File: src/logic/character_pkg.sv
`default_nettype none

package character_pkg;

    // ------------------------------------------------------------------
    // types
    // ------------------------------------------------------------------

    // pixel positions, and velocities in 1/512 pixel units
    typedef logic signed [16:0] phys_t;

    // jump charge count
    typedef logic [15:0] charge_t;

    // +1 facing increasing x, -1 facing decreasing x
    typedef logic signed [1:0] face_t;

    typedef enum logic [2:0] {
        IDLE   = 3'd0,
        LEFT   = 3'd1,  // walking toward larger x
        RIGHT  = 3'd2,  // walking toward smaller x
        CHARGE = 3'd3,
        JUMP   = 3'd4   // single launch tick
    } motion_state_t;

    // ------------------------------------------------------------------
    // fixed point and geometry
    // ------------------------------------------------------------------

    localparam int SUBPIXEL_SHIFT = 9;  // fraction bits of a velocity

    localparam phys_t FLOOR_Y   = 17'sd20;
    localparam phys_t MIN_POS_X = 17'sd160;  // inner face of the low-x wall
    localparam phys_t MAX_POS_X = 17'sd528;  // inner face of the high-x wall

    localparam phys_t START_POS_X = 17'sd240;
    localparam phys_t START_POS_Y = 17'sd20;

    // ------------------------------------------------------------------
    // physics
    // ------------------------------------------------------------------

    localparam phys_t WALK_STEP = 17'sd3;     // pixels per tick
    localparam phys_t GRAVITY   = 17'sd512;   // one pixel per tick per tick
    localparam phys_t MAX_VEL   = 17'sd20480; // 40 pixels per tick

    // launch velocity before the charge bonus
    localparam phys_t JUMP_BASE_VX = 17'sd1024;
    localparam phys_t JUMP_BASE_VY = 17'sd3072;

    localparam charge_t CHARGE_STEP = 16'd10;
    localparam charge_t MAX_CHARGE  = 16'd500;

endpackage

`default_nettype wire

File: src/logic/button_sampler.sv
`timescale 1ns/10ps
`default_nettype none

module button_sampler (
    input  wire                          sys_clk,
    input  wire                          sys_rst_n,
    input  wire                          left_btn,
    input  wire                          right_btn,
    input  wire                          jump_btn,
    input  wire                          on_ground,
    input  wire character_pkg::motion_state_t motion_state,
    output logic                         left_held,
    output logic                         right_held,
    output logic                         jump_held,
    output logic                         jump_request
);

    import character_pkg::*;

    logic jump_rise;

    // ------------------------------------------------------------------
    // raw button registers
    // ------------------------------------------------------------------

    always_ff @(posedge sys_clk or negedge sys_rst_n) begin
        if (!sys_rst_n) begin
            left_held  <= 1'b0;
            right_held <= 1'b0;
            jump_held  <= 1'b0;
        end else begin
            left_held  <= left_btn;
            right_held <= right_btn;
            jump_held  <= jump_btn;
        end
    end

    assign jump_rise = jump_btn && !jump_held;  // raw high, last sample low

    // ------------------------------------------------------------------
    // sticky jump request
    // ------------------------------------------------------------------

    // a press between two ticks is held here until the FSM launches
    always_ff @(posedge sys_clk or negedge sys_rst_n) begin
        if (!sys_rst_n) begin
            jump_request <= 1'b0;
        end else if (motion_state == JUMP) begin
            jump_request <= 1'b0;  // consumed by the launch
        end else if (jump_rise && on_ground) begin
            jump_request <= 1'b1;
        end
    end

endmodule

`default_nettype wire

File: src/logic/character_top.sv
`timescale 1ns/10ps
`default_nettype none

module character_top (
    input  wire                          sys_clk,
    input  wire                          sys_rst_n,
    input  wire                          step_tick,
    input  wire                          left_btn,
    input  wire                          right_btn,
    input  wire                          jump_btn,
    output character_pkg::phys_t         pos_x,
    output character_pkg::phys_t         pos_y,
    output character_pkg::face_t         face,
    output character_pkg::motion_state_t motion_state,
    output logic                         on_ground
);

    import character_pkg::*;

    logic    left_held;
    logic    right_held;
    logic    jump_held;
    logic    jump_request;
    logic    wall_hit;
    charge_t charge;
    phys_t   vel_x;
    phys_t   vel_y;

    // ------------------------------------------------------------------
    // buttons and FSM
    // ------------------------------------------------------------------

    button_sampler u_buttons (
        .sys_clk      (sys_clk),
        .sys_rst_n    (sys_rst_n),
        .left_btn     (left_btn),
        .right_btn    (right_btn),
        .jump_btn     (jump_btn),
        .on_ground    (on_ground),
        .motion_state (motion_state),
        .left_held    (left_held),
        .right_held   (right_held),
        .jump_held    (jump_held),
        .jump_request (jump_request)
    );

    motion_fsm u_fsm (
        .sys_clk      (sys_clk),
        .sys_rst_n    (sys_rst_n),
        .step_tick    (step_tick),
        .left_held    (left_held),
        .right_held   (right_held),
        .jump_held    (jump_held),
        .jump_request (jump_request),
        .on_ground    (on_ground),
        .wall_hit     (wall_hit),
        .motion_state (motion_state),
        .face         (face),
        .charge       (charge)
    );

    // ------------------------------------------------------------------
    // movement and contact loop
    // ------------------------------------------------------------------

    physics_integrator u_physics (
        .sys_clk      (sys_clk),
        .sys_rst_n    (sys_rst_n),
        .step_tick    (step_tick),
        .motion_state (motion_state),
        .face         (face),
        .charge       (charge),
        .on_ground    (on_ground),
        .wall_hit     (wall_hit),
        .pos_x        (pos_x),
        .pos_y        (pos_y),
        .vel_x        (vel_x),
        .vel_y        (vel_y)
    );

    // only vel_x matters for contact, vel_y feeds the landing rule
    contact_detector u_contact (
        .sys_clk   (sys_clk),
        .sys_rst_n (sys_rst_n),
        .pos_x     (pos_x),
        .pos_y     (pos_y),
        .vel_x     (vel_x),
        .on_ground (on_ground),
        .wall_hit  (wall_hit)
    );

endmodule

`default_nettype wire

File: src/logic/contact_detector.sv
`timescale 1ns/10ps
`default_nettype none

module contact_detector (
    input  wire                  sys_clk,
    input  wire                  sys_rst_n,
    input  wire character_pkg::phys_t pos_x,
    input  wire character_pkg::phys_t pos_y,
    input  wire character_pkg::phys_t vel_x,
    output logic                 on_ground,
    output logic                 wall_hit
);

    import character_pkg::*;

    logic at_wall;    // touching a wall and still moving into it
    logic wall_seen;  // at_wall of the previous cycle

    // ------------------------------------------------------------------
    // contact tests
    // ------------------------------------------------------------------

    // the low-x wall only counts with vel_x negative, the high-x wall
    // only with vel_x positive, so walking into a wall never bounces
    assign at_wall = (pos_x == MIN_POS_X && vel_x < 0) ||
                     (pos_x == MAX_POS_X && vel_x > 0);

    always_ff @(posedge sys_clk or negedge sys_rst_n) begin
        if (!sys_rst_n) begin
            on_ground <= 1'b0;
        end else begin
            on_ground <= (pos_y == FLOOR_Y);
        end
    end

    always_ff @(posedge sys_clk or negedge sys_rst_n) begin
        if (!sys_rst_n) begin
            wall_seen <= 1'b0;
            wall_hit  <= 1'b0;
        end else begin
            wall_seen <= at_wall;
            wall_hit  <= at_wall && !wall_seen;  // first cycle of an arrival
        end
    end

    // one pulse per arrival at a wall
    a_hit_pulse : assert property (@(posedge sys_clk) disable iff (!sys_rst_n)
        wall_hit |=> !wall_hit);

endmodule

`default_nettype wire

File: src/logic/motion_fsm.sv
`timescale 1ns/10ps
`default_nettype none

module motion_fsm (
    input  wire                   sys_clk,
    input  wire                   sys_rst_n,
    input  wire                   step_tick,
    input  wire                   left_held,
    input  wire                   right_held,
    input  wire                   jump_held,
    input  wire                   jump_request,
    input  wire                   on_ground,
    input  wire                   wall_hit,
    output character_pkg::motion_state_t motion_state,
    output character_pkg::face_t  face,
    output character_pkg::charge_t charge
);

    import character_pkg::*;

    motion_state_t next_state;
    logic          flip_pend;   // wall hit seen since the last tick
    logic          charge_full;

    assign charge_full = (charge >= MAX_CHARGE);

    // ------------------------------------------------------------------
    // next state
    // ------------------------------------------------------------------

    always_comb begin
        next_state = IDLE;
        case (motion_state)
            IDLE, LEFT, RIGHT: begin
                if (on_ground) begin
                    if (left_held) begin
                        next_state = LEFT;
                    end else if (right_held) begin
                        next_state = RIGHT;
                    end else if (jump_request) begin
                        next_state = CHARGE;
                    end
                end
            end
            CHARGE: begin
                // launch on release or once the charge is full
                if (!jump_held || charge_full) begin
                    next_state = JUMP;
                end else begin
                    next_state = CHARGE;
                end
            end
            default: next_state = IDLE;  // JUMP lasts one tick
        endcase
    end

    always_ff @(posedge sys_clk or negedge sys_rst_n) begin
        if (!sys_rst_n) begin
            motion_state <= IDLE;
        end else if (step_tick) begin
            motion_state <= next_state;
        end
    end

    // ------------------------------------------------------------------
    // charge counter and face
    // ------------------------------------------------------------------

    always_ff @(posedge sys_clk or negedge sys_rst_n) begin
        if (!sys_rst_n) begin
            charge <= 16'd1;
        end else if (step_tick) begin
            if (motion_state == CHARGE && !charge_full) begin
                charge <= charge + CHARGE_STEP;
            end else if (motion_state == JUMP) begin
                charge <= 16'd1;  // physics has taken the launch value
            end
        end
    end

    // wall_hit arrives between ticks, hold it for the next one
    always_ff @(posedge sys_clk or negedge sys_rst_n) begin
        if (!sys_rst_n) begin
            flip_pend <= 1'b0;
        end else if (step_tick) begin
            flip_pend <= 1'b0;
        end else if (wall_hit) begin
            flip_pend <= 1'b1;
        end
    end

    always_ff @(posedge sys_clk or negedge sys_rst_n) begin
        if (!sys_rst_n) begin
            face <= 2'sb01;
        end else if (step_tick) begin
            if (flip_pend || wall_hit) begin
                face <= -face;  // bounced, now looking away from the wall
            end else if (motion_state == LEFT) begin
                face <= 2'sb01;
            end else if (motion_state == RIGHT) begin
                face <= 2'sb11;
            end
        end
    end

    // saturation stops the count one step past the limit at most
    a_charge_bound : assert property (@(posedge sys_clk) disable iff (!sys_rst_n)
        step_tick |=> charge <= MAX_CHARGE + CHARGE_STEP);

    a_state_legal : assert property (@(posedge sys_clk) disable iff (!sys_rst_n)
        step_tick |=> motion_state inside {IDLE, LEFT, RIGHT, CHARGE, JUMP});

endmodule

`default_nettype wire

File: src/logic/physics_integrator.sv
`timescale 1ns/10ps
`default_nettype none

module physics_integrator (
    input  wire                          sys_clk,
    input  wire                          sys_rst_n,
    input  wire                          step_tick,
    input  wire character_pkg::motion_state_t motion_state,
    input  wire character_pkg::face_t    face,
    input  wire character_pkg::charge_t  charge,
    input  wire                          on_ground,
    input  wire                          wall_hit,
    output character_pkg::phys_t         pos_x,
    output character_pkg::phys_t         pos_y,
    output character_pkg::phys_t         vel_x,
    output character_pkg::phys_t         vel_y
);

    import character_pkg::*;

    phys_t launch_f;           // eight times the charge
    phys_t launch_vx;
    phys_t launch_vy;
    phys_t vx_sum, vy_sum;     // before the clamp
    phys_t vx_next, vy_next;
    phys_t walk;
    phys_t px_sum, py_sum;
    phys_t px_next, py_next;
    logic  bounce_pend;

    function automatic phys_t clamp_vel(input phys_t v);
        if (v > MAX_VEL) begin
            return MAX_VEL;
        end else if (v < -MAX_VEL) begin
            return -MAX_VEL;
        end
        return v;
    endfunction

    // ------------------------------------------------------------------
    // velocity update
    // ------------------------------------------------------------------

    always_comb begin
        launch_f  = phys_t'(charge) <<< 3;
        launch_vy = JUMP_BASE_VY + launch_f;
        // 3/8 of the charge bonus goes sideways
        launch_vx = JUMP_BASE_VX + (launch_f >>> 2) + (launch_f >>> 3);

        if (motion_state == JUMP) begin
            vx_sum = (face < 0) ? -launch_vx : launch_vx;
            vy_sum = launch_vy;
        end else if (on_ground && vel_y <= 0) begin
            vx_sum = '0;  // landed or standing
            vy_sum = '0;
        end else if (bounce_pend || wall_hit) begin
            vx_sum = -(vel_x >>> 1);  // reflect with half the speed
            vy_sum = vel_y - GRAVITY;
        end else begin
            vx_sum = vel_x;
            vy_sum = vel_y - GRAVITY;
        end

        vx_next = clamp_vel(vx_sum);
        vy_next = clamp_vel(vy_sum);
    end

    // ------------------------------------------------------------------
    // position update
    // ------------------------------------------------------------------

    always_comb begin
        case (motion_state)
            LEFT:    walk = WALK_STEP;
            RIGHT:   walk = -WALK_STEP;
            default: walk = '0;
        endcase

        px_sum = pos_x + walk + (vx_next >>> SUBPIXEL_SHIFT);
        py_sum = pos_y + (vy_next >>> SUBPIXEL_SHIFT);

        if (px_sum < MIN_POS_X) begin
            px_next = MIN_POS_X;
        end else if (px_sum > MAX_POS_X) begin
            px_next = MAX_POS_X;
        end else begin
            px_next = px_sum;
        end

        py_next = (py_sum < FLOOR_Y) ? FLOOR_Y : py_sum;  // floor stop
    end

    // the wall pulse comes between ticks
    always_ff @(posedge sys_clk or negedge sys_rst_n) begin
        if (!sys_rst_n) begin
            bounce_pend <= 1'b0;
        end else if (step_tick) begin
            bounce_pend <= 1'b0;
        end else if (wall_hit) begin
            bounce_pend <= 1'b1;
        end
    end

    always_ff @(posedge sys_clk or negedge sys_rst_n) begin
        if (!sys_rst_n) begin
            vel_x <= '0;
            vel_y <= '0;
            pos_x <= START_POS_X;
            pos_y <= START_POS_Y;
        end else if (step_tick) begin
            vel_x <= vx_next;
            vel_y <= vy_next;
            pos_x <= px_next;
            pos_y <= py_next;
        end
    end

    a_pos_bounds : assert property (@(posedge sys_clk) disable iff (!sys_rst_n)
        step_tick |=> (pos_x >= MIN_POS_X && pos_x <= MAX_POS_X && pos_y >= FLOOR_Y));

    a_vel_bounds : assert property (@(posedge sys_clk) disable iff (!sys_rst_n)
        step_tick |=> (vel_x >= -MAX_VEL && vel_x <= MAX_VEL &&
                       vel_y >= -MAX_VEL && vel_y <= MAX_VEL));

endmodule

`default_nettype wire

File: config.mk
export PLATFORM = sky130hd
export DESIGN_NAME = character_top
export DESIGN_NICKNAME = d
export VERILOG_FILES = /design/src/logic/character_pkg.sv /design/src/logic/button_sampler.sv /design/src/logic/character_top.sv /design/src/logic/contact_detector.sv /design/src/logic/motion_fsm.sv /design/src/logic/physics_integrator.sv
export SDC_FILE = /design/constraint.sdc
export NUM_CORES = 1
export LEC_CHECK = 0
export BUFFER_PORTS_ARGS = -buffer_cell sky130_fd_sc_hd__buf_2
export CAP_MARGIN = 20
export CORE_ASPECT_RATIO = 1.75
export CORE_MARGIN = 5
export CORE_UTILIZATION = 63
export DETAILED_ROUTE_END_ITERATION = 16
export GPL_ROUTABILITY_DRIVEN = 1
export GPL_TIMING_DRIVEN = 0
export PLACE_DENSITY = 0.86
export SETUP_SLACK_MARGIN = 0.2
export SLEW_MARGIN = 30
export SYNTH_ARGS = -nofsm -noshare
export SYNTH_HDL_FRONTEND = slang
export SYNTH_SLANG_ARGS = --single-unit
File: constraint.sdc
create_clock -name sys_clk -period 8.6 [get_ports sys_clk]
set_input_delay 0 -clock sys_clk [delete_from_list [all_inputs] [get_ports sys_clk]]
set_output_delay 0 -clock sys_clk [all_outputs]
set_load 0.01 [all_outputs]
==> flow_metrics.tcl <==
set metrics [dict create \
    setup_violations 0 \
    antenna_left 0 \
    yosysWarnings 0 \
    ios 46 \
    max-vdd-ir-drop_v 0.000502 \
    r2r_start "u_fsm.charge[3]" \
    slew_headroom_pct 44.3 \
    io_buffers 45 \
    critPathRequiredTime_ns 8.87 \
    reg2reg_to "u_physics.pos_x[2]" \
    fin_tns_setup_ns 0 \
    met3_length_microns 954 \
    synth_top_area_share_pct 25.5 \
    ys_types 97 \
    htreeDepth 3 \
    p_leak_nw 4.54 \
    gp_congestion 0.942 \
    synth_fp_nets 1089 \
    fp.dieH_microns 166 \
    drt_iter0_drc 533 \
    final_area_sq_mm 0.00975 \
    clkSinkCount 97 \
    critPathLaunchType "flip-flop" \
    post_dp_cell_area_sq_mm 0.00924 \
    tightest_slew_ns 0.834 \
    fin_crit_ns 8.05 \
    yosysSeqAreaShare_pct 27.9 \
    final_layout_size_suffix_gt1_share_pct 14.5 \
    clockPowerShare_pct 9.6 \
    power_mw 4.32 \
    syn2layout_area_growth_pct 11.6 \
    avgSynthCellArea_sq_um 8.81 \
    gr-usage-all-layers_pct 29.2 \
    dr.max_layer_used "met4" \
    hold_viol_final 0 \
    drv_slew 0 \
    cts_max_path_buffers 2 \
    cp_common_cell "ha_1" \
    stdcell_count 1242 \
    cts_root_buffer "clkbuf_16" \
    synth_top_area_cell "dfrtp_1" \
    finalWirelength_microns 23700 \
    slowest_stage "or4_1" \
    endpoint "u_physics.pos_x[2]" \
    numCtsBuffers 9 \
    yosysMostFrequentCell "nor2_1" \
    clk_latency_ns 0.36 \
    drtPass1Iterations 6 \
    cts.reportedPaths.clkPinSlew_ns 0.08 \
    fp.dieW_microns 99.0 \
    ff2ff_setup_slack_ns 0.55 \
    slowest_delay_ns 0.57 \
    outcome "completed" \
    worst_setup_path_end_kind "flip-flop" \
    netlist_instances 991 \
    worstSetupPathType "reg2reg" \
    routedWlPerCell_microns 19.1 \
    cp-startpoint "u_fsm.charge[3]" \
    grt_pass1_vias 8176 \
    wl_met2_microns 12700 \
    rr_worst_depth 31 \
    grt_max_degree 74 \
    dp_slack_ns -0.432 \
    comb_power_share_pct 74.1 \
    vias_per_cell 6.48 \
    synth_commonest_cells "94 x nor2_1, 89 x dfrtp_1, 83 x inv_1" \
    num_rows 57 \
    period_share_pct 93.7 \
    power.switching_mw 2.24 \
    hold_path.class "in2async" \
    drc 0 \
    grt_pass1_wl_microns 39100 \
    synthTopCellsByArea "dfrtp_1 25%, ha_1 11%, xnor2_1 4.2%, fa_1 4.1%, nor2_1 4.0%" \
    grt_antenna_before_repair 0 \
    core_area_sq_mm 0.0138 \
    overflow 0 \
    path_max_fanout 10 \
    finClkSkew_ns 0.0124 \
    ys_seq_elements 97 \
    cts_tree "built" \
    async_reset_ff_share_pct 100 \
    dr_total_vias 8049 \
    syn_area_sq_mm 0.00873 \
    p_per_area_mw_per_mm2 443 \
    pwr-share-seq_pct 16.4 \
    postLayoutSetupSlackWorst_ns 0.546 \
    fmax_mhz 124 \
    synth_ff_type "dfrtp_1" \
    power.internal_mw 2.08 \
    synth-edff-count 0 \
    dpl.cell_count 1215 \
    num_antenna_cells 0 \
    max_cap_violations 0 \
    rsz0062_at_grt "false" \
    dieArea_sq_mm 0.0164 \
    sw_frac_of_total_pct 51.8 \
    finalNetCount 1158 \
    arrival_ns 8.32 \
    wl_met1_microns 8480 \
    dp_hpwl_microns 18400 \
    start_util_pct 63.5 \
]
-- how the worst min path moves through the flow --
| stage | start | end | slack, ns | cells past startpoint |
|---|---|---|---|---|
| finish | sys_rst_n | u_physics.pos_x[8] | 0.09 | 2 |
| global route | sys_rst_n | u_fsm.face[1] | 0.11 | 2 |
| detailed placement | sys_rst_n | u_physics.pos_x[8] | -0.12 | 1 |
| CTS | sys_rst_n | u_physics.pos_x[8] | 0.09 | 2 |
| global placement | left_btn | u_buttons.left_held | 0.11 | 1 |
| floorplan | sys_rst_n | u_buttons.jump_held | -0.30 | 0 |
-- repair_timing --
item                                   4_1_cts  5_1_grt
gates resized for setup                      7       12
setup buffers                                1        5
pin swaps                                    1        2
setup endpoints to repair                   10       10
endpoints found under the hold margin       99        0
hold buffers                                 5        0
-- state kept, by name, summed over array words and instances (netlist names), 2 cells and up --
register            count
u_physics.vel_y        17
u_fsm.charge           16
u_fsm.motion_state      3
u_physics.pos_x        17
u_fsm.face              2
u_physics.pos_y        17
u_physics.vel_x        17
-- stage by stage --
stage | utilization, % | hold WS, ns
CTS | 70.1 | 0.0862
global placement | 66.7 | 0.108
finish | 70.8 | 0.0897
detailed placement | 67.2 | -0.116
floorplan | - | -0.296
global route | 70.8 | 0.111
-- power groups by stage --
| stage | logic [mW] | registers, mW | clock network (mW) |
|---|---|---|---|
| after floorplan | 2.35 | 0.691 | 0 |
| after global placement | 2.92 | 0.703 | 0 |
| after detailed placement | 3.02 | 0.708 | 0 |
| after CTS | 3.08 | 0.702 | 0.410 |
| after global routing | 3.53 | 0.722 | 0.433 |
| final | 3.20 | 0.707 | 0.413 |
-- layout by cell type, fill, tap and decap left out, drive strengths merged, types with 34 or more instances in the layout --
cell,count
buf,57
o21ai,43
clkbuf,34
nor2,95
xnor2,43
ha,74
dfrtp,89
nand2,63
a21oi,63
inv,87
-- critical path: cells and delay by family, from the launching register on --
kind | cells | cell delay, ns
AO/OA/AOI/OAI | 14 | 3.42
AND/OR/NAND/NOR | 7 | 1.48
flip-flops | 1 | 0.45
XOR/XNOR | 2 | 0.50
buffers and inverters | 3 | 0.33
adder cells (fa/ha/maj) | 5 | 1.78
-- cell type report --
| type | instances | area, sq um |
|---|---|---|
| clock inverters | 6 | 60.1 |
| repair buffers | 58 | 365 |
| fillers | 1053 | 4020 |
| flip-flops and latches | 97 | 2440 |
| clock buffers | 10 | 239 |
| multi-input cells | 781 | 5870 |
| plain buffers | 28 | 229 |
| well taps | 177 | 221 |
| inverters | 85 | 319 |
-- logic make-up (layout without fill, tap and decap cells) --
kind of cell,Yosys count,in the layout,synth area share [%]
XOR/XNOR,72,72,7.39
flip-flops,97,97,27.9
AO/OA/AOI/OAI,284,284,23.6
multiplexers,9,9,1.12
buffers and inverters,113,187,6.27
adder cells (fa/ha/maj),94,94,15.0
AND/OR/NAND/NOR,322,322,18.7
-- metal layers --
layer	vias up	track usage, %
li1	3739	-
met1	3893	31.1
met2	297	53.0
met3	120	3.78
met4	0	18.3
met5	-	0
No activity file was read; power rests on OpenSTA's default activity.
